`config.mk`:
```
export PLATFORM = sky130hd
export DESIGN_NAME = npc_mul_unit
export DESIGN_NICKNAME = d
export VERILOG_FILES = /design/src/common/mul_pkg.sv /design/src/common/regfile_pkg.sv /design/src/multiplier/mul_request_queue.sv /design/src/multiplier/booth_multiplier.sv /design/src/source/register_file.sv /design/src/source/npc_mul_unit.sv
export SDC_FILE = /design/constraint.sdc
export NUM_CORES = 2
export LEC_CHECK = 0
export BUFFER_PORTS_ARGS = -buffer_cell sky130_fd_sc_hd__buf_2
export CORE_AREA = 2 2 536 538
export DETAILED_ROUTE_END_ITERATION = 8
export DIE_AREA = 0 0 538 540
export SYNTH_ARGS = -nofsm -noshare
export SYNTH_HDL_FRONTEND = slang
export SYNTH_SLANG_ARGS = --single-unit
```
`constraint.sdc`:
```
create_clock -name clk -period 13.8 [get_ports clk]
set_input_delay 1.38 -clock clk [delete_from_list [all_inputs] [get_ports clk]]
set_output_delay 1.38 -clock clk [all_outputs]
set_load 0.02 [all_outputs]
```
`src/common/mul_pkg.sv`:
```
package mul_pkg;

	// ************************************************************************
	// operand and product widths
	// ************************************************************************
	localparam int XLEN   = 64;
	localparam int WORD_W = 32;
	// operands carry two extra bits so every sign mode becomes a signed multiply
	localparam int EXT_W  = XLEN + 2;
	localparam int PROD_W = 2 * EXT_W;

	typedef logic [XLEN-1:0]   xlen_t;
	typedef logic [EXT_W-1:0]  ext_t;
	typedef logic [PROD_W-1:0] prod_t;

	// bit 0: multiplicand signed, bit 1: multiplier signed
	typedef enum logic [1:0] {
		MUL_UU = 2'b00,
		MUL_SU = 2'b01,
		MUL_SS = 2'b11
	} mul_sign_e;

	// request queue, depth is also the producer's starting credit count
	localparam int QUEUE_DEPTH = 4;
	localparam int QPTR_W      = $clog2(QUEUE_DEPTH);
	localparam int QCNT_W      = $clog2(QUEUE_DEPTH + 1);

	typedef logic [QPTR_W-1:0] qptr_t;
	typedef logic [QCNT_W-1:0] qcnt_t;

	// radix-4 steps, two multiplier bits each: 66/2 full, 34/2 word
	localparam int BOOTH_STEPS   = EXT_W / 2;
	localparam int BOOTH_STEPS_W = (WORD_W + 2) / 2;

	typedef logic [$clog2(BOOTH_STEPS + 1)-1:0] step_cnt_t;

	typedef enum logic [1:0] {
		IDLE,
		BUSY,
		DONE
	} booth_state_e;

endpackage

```
`src/common/regfile_pkg.sv`:
```
package regfile_pkg;

	// ************************************************************************
	// general purpose register file
	// ************************************************************************
	localparam int NUM_REGS  = 32;
	localparam int REG_IDX_W = $clog2(NUM_REGS);

	typedef logic [REG_IDX_W-1:0] reg_idx_t;

	// x0, hardwired to zero
	localparam reg_idx_t REG_ZERO = '0;

endpackage

```
`src/multiplier/mul_request_queue.sv`:
```
module mul_request_queue import mul_pkg::*, regfile_pkg::*; (
	input  logic      clk,
	input  logic      rst,
	input  logic      flush,
	input  logic      in_valid,
	input  xlen_t     in_mulcand,
	input  xlen_t     in_muler,
	input  mul_sign_e in_sign,
	input  logic      in_word,
	input  logic      in_high,
	input  reg_idx_t  in_rd,
	input  logic      out_ready,
	output logic      out_valid,
	output xlen_t     out_mulcand,
	output xlen_t     out_muler,
	output mul_sign_e out_sign,
	output logic      out_word,
	output logic      out_high,
	output reg_idx_t  out_rd,
	output logic      credit_return
);

	// entry storage
	xlen_t     mulcand_mem [QUEUE_DEPTH];
	xlen_t     muler_mem   [QUEUE_DEPTH];
	mul_sign_e sign_mem    [QUEUE_DEPTH];
	logic      word_mem    [QUEUE_DEPTH];
	logic      high_mem    [QUEUE_DEPTH];
	reg_idx_t  rd_mem      [QUEUE_DEPTH];

	qptr_t wptr;
	qptr_t rptr;
	qcnt_t count;
	logic  push;
	logic  pop;

	function automatic qptr_t next_ptr(input qptr_t p);
		next_ptr = (p == qptr_t'(QUEUE_DEPTH - 1)) ? '0 : p + 1'b1;
	endfunction

	// no full check, the producer only sends with a credit in hand
	assign push = in_valid & ~flush;
	assign pop  = out_valid & out_ready & ~flush;

	// ************************************************************************
	// pointers and occupancy
	// ************************************************************************
	always_ff @(posedge clk) begin
		if (rst || flush) begin
			wptr <= '0;
			rptr <= '0;
			count <= '0;
		end else begin
			if (push)
				wptr <= next_ptr(wptr);
			if (pop)
				rptr <= next_ptr(rptr);
			count <= count + qcnt_t'(push) - qcnt_t'(pop);
		end
	end

	always_ff @(posedge clk) begin
		if (push) begin
			mulcand_mem[wptr] <= in_mulcand;
			muler_mem[wptr] <= in_muler;
			sign_mem[wptr] <= in_sign;
			word_mem[wptr] <= in_word;
			high_mem[wptr] <= in_high;
			rd_mem[wptr] <= in_rd;
		end
	end

	// head of queue
	assign out_valid   = (count != '0);
	assign out_mulcand = mulcand_mem[rptr];
	assign out_muler   = muler_mem[rptr];
	assign out_sign    = sign_mem[rptr];
	assign out_word    = word_mem[rptr];
	assign out_high    = high_mem[rptr];
	assign out_rd      = rd_mem[rptr];

	// one credit back per popped entry
	assign credit_return = pop;

endmodule

```
`src/multiplier/booth_multiplier.sv`:
```
module booth_multiplier import mul_pkg::*, regfile_pkg::*; (
	input  logic      clk,
	input  logic      rst,
	input  logic      flush,
	input  logic      start_valid,
	output logic      start_ready,
	input  xlen_t     mulcand,
	input  xlen_t     muler,
	input  mul_sign_e sign,
	input  logic      word,
	input  logic      high,
	input  reg_idx_t  rd_in,
	output logic      done,
	output reg_idx_t  rd_out,
	output xlen_t     result
);

	booth_state_e state;
	booth_state_e state_next;
	step_cnt_t    cnt;

	// datapath registers
	prod_t          mcand_q;
	logic [EXT_W:0] mr_q;
	prod_t          acc_q;
	logic           word_q;
	logic           high_q;
	reg_idx_t       rd_q;

	ext_t  cand_ext;
	ext_t  mul_ext;
	prod_t pp;

	// widen one operand to 66 bits, word mode looks at the low 32 only
	function automatic ext_t extend(input xlen_t v, input logic sgn, input logic w);
		logic msb;
		msb = sgn & (w ? v[WORD_W-1] : v[XLEN-1]);
		if (w)
			extend = {{(EXT_W-WORD_W){msb}}, v[WORD_W-1:0]};
		else
			extend = {{(EXT_W-XLEN){msb}}, v};
	endfunction

	// multiplicand signed unless UU, multiplier signed only for SS
	assign cand_ext = extend(mulcand, sign != MUL_UU, word);
	assign mul_ext  = extend(muler, sign == MUL_SS, word);

	// ************************************************************************
	// booth recoding of the low three multiplier bits
	// ************************************************************************
	always_comb begin
		case (mr_q[2:0])
			3'b001, 3'b010: pp = mcand_q;
			3'b011:         pp = mcand_q << 1;
			3'b100:         pp = ~(mcand_q << 1) + 1'b1;
			3'b101, 3'b110: pp = ~mcand_q + 1'b1;
			default:        pp = '0;
		endcase
	end

	// ************************************************************************
	// control FSM
	// ************************************************************************
	always_comb begin
		state_next = state;
		case (state)
			IDLE: begin
				if (start_valid)
					state_next = BUSY;
			end
			BUSY: begin
				// last step retires this cycle
				if (cnt == step_cnt_t'(1))
					state_next = DONE;
			end
			default: begin
				state_next = IDLE;
			end
		endcase
	end

	always_ff @(posedge clk) begin
		if (rst || flush) begin
			state <= IDLE;
			cnt <= '0;
		end else begin
			state <= state_next;
			if (state == IDLE)
				cnt <= word ? step_cnt_t'(BOOTH_STEPS_W) : step_cnt_t'(BOOTH_STEPS);
			else if (state == BUSY)
				cnt <= cnt - 1'b1;
		end
	end

	// ************************************************************************
	// shift and add datapath
	// ************************************************************************
	always_ff @(posedge clk) begin
		if (state == IDLE && start_valid) begin
			// sign extend the multiplicand across the full partial product
			mcand_q <= {{(PROD_W-EXT_W){cand_ext[EXT_W-1]}}, cand_ext};
			// implicit zero below bit 0 for the first booth group
			mr_q <= {mul_ext, 1'b0};
			acc_q <= '0;
			word_q <= word;
			high_q <= high;
			rd_q <= rd_in;
		end else if (state == BUSY) begin
			acc_q <= acc_q + pp;
			mcand_q <= mcand_q << 2;
			mr_q <= {{2{mr_q[EXT_W]}}, mr_q[EXT_W:2]};
		end
	end

	// result select
	always_comb begin
		if (word_q)
			result = {{(XLEN-WORD_W){acc_q[WORD_W-1]}}, acc_q[WORD_W-1:0]};
		else if (high_q)
			result = acc_q[2*XLEN-1:XLEN];
		else
			result = acc_q[XLEN-1:0];
	end

	assign start_ready = (state == IDLE);
	// a flush in the done cycle kills the write-back too
	assign done   = (state == DONE) & ~flush;
	assign rd_out = rd_q;

endmodule

```
`src/source/register_file.sv`:
```
module register_file import mul_pkg::*, regfile_pkg::*; (
	input  logic     clk,
	input  logic     wen,
	input  reg_idx_t waddr,
	input  xlen_t    wdata,
	input  reg_idx_t raddr,
	output xlen_t    rdata
);

	// ************************************************************************
	// gpr storage
	// ************************************************************************
	xlen_t regs [NUM_REGS];

	// x0 never written
	always_ff @(posedge clk) begin
		if (wen && waddr != REG_ZERO)
			regs[waddr] <= wdata;
	end

	// async read, x0 forced to zero
	always_comb begin
		if (raddr == REG_ZERO)
			rdata = '0;
		else
			rdata = regs[raddr];
	end

endmodule

```
`src/source/npc_mul_unit.sv`:
```
module npc_mul_unit import mul_pkg::*, regfile_pkg::*; (
	input  logic      clk,
	input  logic      rst,
	input  logic      flush,
	input  logic      req_valid,
	input  xlen_t     req_mulcand,
	input  xlen_t     req_muler,
	input  mul_sign_e req_sign,
	input  logic      req_word,
	input  logic      req_high,
	input  reg_idx_t  req_rd,
	output logic      credit_return,
	output logic      wb_valid,
	output reg_idx_t  wb_rd,
	output xlen_t     wb_data,
	input  reg_idx_t  rf_raddr,
	output xlen_t     rf_rdata
);

	// queue head towards the multiplier
	logic      q_valid;
	logic      q_ready;
	xlen_t     q_mulcand;
	xlen_t     q_muler;
	mul_sign_e q_sign;
	logic      q_word;
	logic      q_high;
	reg_idx_t  q_rd;

	// ************************************************************************
	// request queue, credit based
	// ************************************************************************
	mul_request_queue req_queue (
		.clk          (clk),
		.rst          (rst),
		.flush        (flush),
		.in_valid     (req_valid),
		.in_mulcand   (req_mulcand),
		.in_muler     (req_muler),
		.in_sign      (req_sign),
		.in_word      (req_word),
		.in_high      (req_high),
		.in_rd        (req_rd),
		.out_ready    (q_ready),
		.out_valid    (q_valid),
		.out_mulcand  (q_mulcand),
		.out_muler    (q_muler),
		.out_sign     (q_sign),
		.out_word     (q_word),
		.out_high     (q_high),
		.out_rd       (q_rd),
		.credit_return(credit_return)
	);

	// ************************************************************************
	// booth multiplier, done drives write-back directly
	// ************************************************************************
	booth_multiplier boothmul (
		.clk        (clk),
		.rst        (rst),
		.flush      (flush),
		.start_valid(q_valid),
		.start_ready(q_ready),
		.mulcand    (q_mulcand),
		.muler      (q_muler),
		.sign       (q_sign),
		.word       (q_word),
		.high       (q_high),
		.rd_in      (q_rd),
		.done       (wb_valid),
		.rd_out     (wb_rd),
		.result     (wb_data)
	);

	// gpr write port fed by the write-back bus
	register_file gpr (
		.clk  (clk),
		.wen  (wb_valid),
		.waddr(wb_rd),
		.wdata(wb_data),
		.raddr(rf_raddr),
		.rdata(rf_rdata)
	);

endmodule

```
==> results.json <==
{
  "skew_ns": 0.0865,
  "routed-wl-met2_um": 174000,
  "dp_hpwl_um": 210000,
  "antenna_found_initial": 29,
  "cts_buffers": 314,
  "overflow": 0,
  "path_clk_slew_ns": 0.06,
  "relSlewSlack": 0.167,
  "fillers": 23400,
  "fin_crit_ns": 8.30,
  "synth_area_um2": 127000,
  "path_max_fanout": 9,
  "numClockSinks": 2943,
  "vias_per_cell": 6.06,
  "critical_path_class": "flop to flop",
  "tightestPinTransition_ns": 1.23,
  "cp_slowest_stage_delay_ns": 0.95,
  "grt_setup_unrepaired": "false",
  "fin_hold_ws_ns": 0.486,
  "ctsResizeCount": 0,
  "fp.dieH_um": 540,
  "switching_power_mw": 7.58,
  "slew_viol_final": 0,
  "yosysTopAreaCell": "edfxtp_1",
  "crit_chain": "nor3_1 -> nand3_1 -> nor4_4 -> nand2_2 -> or2_2 -> or3_1 -> or3_1 -> nand2_1 -> xnor2_1 -> a221oi_1 -> a31oi_1 -> ha_1 -> a21oi_1 -> o21bai_1 -> a21oi_1 -> o21a_1 -> nor4_1 -> a221o_1 -> a41oi_1 -> o21ai_0 -> o221ai_1 -> a21o_1 -> a32o_1",
  "p_comb_frac": 0.212,
  "grt_usage": 0.244,
  "cts_max_path_buffers": 4,
  "final-seq-area_um2": 86900,
  "met1_length_um": 148000,
  "slowest_stage": "o21ai_0",
  "period_share": 0.602,
  "p_clk_frac": 0.331,
  "core_area_um2": 284000,
  "rows": 196,
  "io_pins": 281,
  "synthTopCellsByCount": "edfxtp_1 (2797), mux4_2 (777), nand2_1 (642), clkbuf_1 (399), nor2_1 (367)",
  "nets": 8280,
  "start_util": 0.448,
  "synthArstFlopShare": 0,
  "holdBufCountCts": 0,
  "hold_path.class": "flop to flop",
  "cts_tree": "yes",
  "grt_first_pass_wirelength_um": 517000,
  "grt_pass1_vias": 72800,
  "cts_root_buffer": "clkbuf_16",
  "synthesis.instances": 7661,
  "setup_tns_ns": 0,
  "dp_cells": 11400,
  "topRoutingLayerUsed": "met5",
  "ys.flop_type": "edfxtp_1",
  "post_cts_buffers": 0,
  "gp_routability_congestion": 0.952,
  "port_buffers": 280,
  "wl_per_cell_um": 29.8,
  "die_w_um": 538,
  "wl_met3_um": 25100,
  "critPathArrivalTime_ns": 9.06,
  "postRouteAntennaNets": 0,
  "p_per_area_nw_per_um2": 172,
  "area_growth_pct": 12.7,
  "fin_cells": 12000,
  "synth-seq-cells": 2943,
  "drive_gt1_frac": 0.219,
  "worstPathRequired_ns": 14.56,
  "ys_warn_count": 0,
  "yosysTopAreaCellShare": 0.659,
  "synth.area.top_cells": "edfxtp_1 (66%), mux4_2 (14%), dfxtp_1 (2.3%), nand2_1 (1.9%), ha_1 (1.3%)",
  "drc_errors": 0,
  "setup_viol": 0,
  "ys_seq_area_frac": 0.682,
  "switching_share": 0.307,
  "synth_cell_type_count": 84,
  "grt_max_degree": 150,
  "dieArea_um2": 291000,
  "dr.pass1.iters": 6,
  "peakVddDrop_v": 0.000125,
  "wirelength_um": 358000,
  "num_vias": 72800,
  "synth_edf_count": 2797,
  "power_frac_seq": 0.457,
  "timing.fmax_ghz": 0.120,
  "cap_viol_max_count": 0,
  "status": "complete, no violations",
  "drtIter0Drc": 7983,
  "insertion_delay_ns": 0.94,
  "syn_area_per_cell_um2": 16.6,
  "crit_path_end_kind": "flop",
  "hold_viol": 0,
  "multi_input_area_um2": 38900,
  "p_leak_nw": 47.5,
  "h-tree-depth": 5,
  "worst_setup_path_start_kind": "flop",
  "internal_power_mw": 17.1,
  "yosysMostFrequentCell": "edfxtp_1"
}
registers in the layout, summed over array words and instances, names as in the netlist, 6 cells and up, named ones only:
signal,count
boothmul.acc_q,128
boothmul.cnt,6
boothmul.mcand_q,128
boothmul.mr_q,67
gpr.regs,2048
req_queue.mulcand_mem,256
req_queue.muler_mem,256
req_queue.rd_mem,20
req_queue.sign_mem,8
critical path, delay by kind of cell (launching register included):
family / cells / cell delay, ns
AO/OA/AOI/OAI: 12 / 3.38
adder cells (fa/ha/maj): 1 / 0.46
flip-flops: 1 / 0.50
XOR/XNOR: 1 / 0.08
AND/OR/NAND/NOR: 9 / 3.76
power by group through the flow:
stage | sequential [mW] | clock (mW) | combinational (mW)
2_1_floorplan | 11.2 | 0 | 3.45
3_3_place_gp | 11.5 | 0 | 5.11
3_5_place_dp | 11.5 | 0 | 5.17
4_1_cts | 11.3 | 8.34 | 5.19
5_1_grt | 11.3 | 8.70 | 5.66
6_report | 11.3 | 8.18 | 5.23
final cells by class:
cell class | count | share of cell area
multi-input combinational | 4189 | 0.271
inverter | 94 | 0.00256
antenna | 11 | 0.000192
timing repair buffer | 453 | 0.0195
sequential | 2943 | 0.605
clock buffer | 400 | 0.0585
tap | 3762 | 0.0328
clock inverter | 160 | 0.0105
worst paths after layout:
check	startpoint	end	slack [ns]	cells after the start
worst max-delay path	boothmul.mcand_q[3]	boothmul.acc_q[112]	5.50	23
worst min-delay path	boothmul.acc_q[104]	boothmul.acc_q[104]	0.49	2
worst max register to register	boothmul.mcand_q[3]	boothmul.acc_q[112]	5.50	23
worst min register to register	boothmul.acc_q[104]	boothmul.acc_q[104]	0.49	2
routing by layer:
layer	track usage	vias to the layer above
met5	0	-
met4	0.0690	26
met3	0.0352	561
met2	0.398	2819
met1	0.342	38100
li1	-	31300
logic make-up after synthesis:
logic type,Yosys count,synth area share
DFF,2943,0.682
adders and majority gates,139,0.0138
AOI/OAI and AO/OA,1279,0.0644
xor gates and xnor gates,294,0.0202
buffers and inverters,592,0.0175
other,1,0.0000294
and+or+nand+nor,1520,0.0552
muxes,893,0.147
metrics by stage:
stage | setup slack (ns) | cell area (um^2) | util | power (mW)
2_1_floorplan | 6.12 | 128000 | - | 14.7
3_3_place_gp | 5.90 | 134000 | 0.470 | 16.6
3_5_place_dp | 5.79 | 134000 | 0.470 | 16.7
4_1_cts | 5.77 | 144000 | 0.505 | 24.8
5_1_grt | 5.12 | 144000 | 0.505 | 25.7
6_report | 5.50 | 144000 | 0.505 | 24.7
cells in the final DEF (no fill, tap or decap), types with 22 or more instances in the layout:
cell	netlist	final
a211oi_1	51	50
a21o_1	126	126
a21oi_1	319	319
a221oi_1	62	62
a22o_1	68	68
a22oi_1	43	43
a31oi_1	56	56
buf_2	4	275
buf_4	0	169
clkbuf_1	399	74
clkbuf_16	0	323
clkinv_1	0	71
clkinv_2	0	36
conb_1	1	64
dfxtp_1	146	143
edfxtp_1	2797	2797
ha_1	137	137
inv_1	91	90
mux2_2	36	36
mux2i_1	80	80
mux4_2	777	777
nand2_1	642	641
nand2b_1	33	31
nand3_1	41	41
nand4_1	66	66
nor2_1	367	303
nor2_2	0	33
nor2_4	0	31
nor2b_1	73	71
nor3_1	78	74
nor4_1	28	28
o21a_1	30	30
o21ai_0	331	331
o21bai_1	39	39
o22a_1	31	31
or3_1	67	67
or4_1	22	22
xnor2_1	141	140
xor2_1	153	153
(Power assumes the default switching activity.)
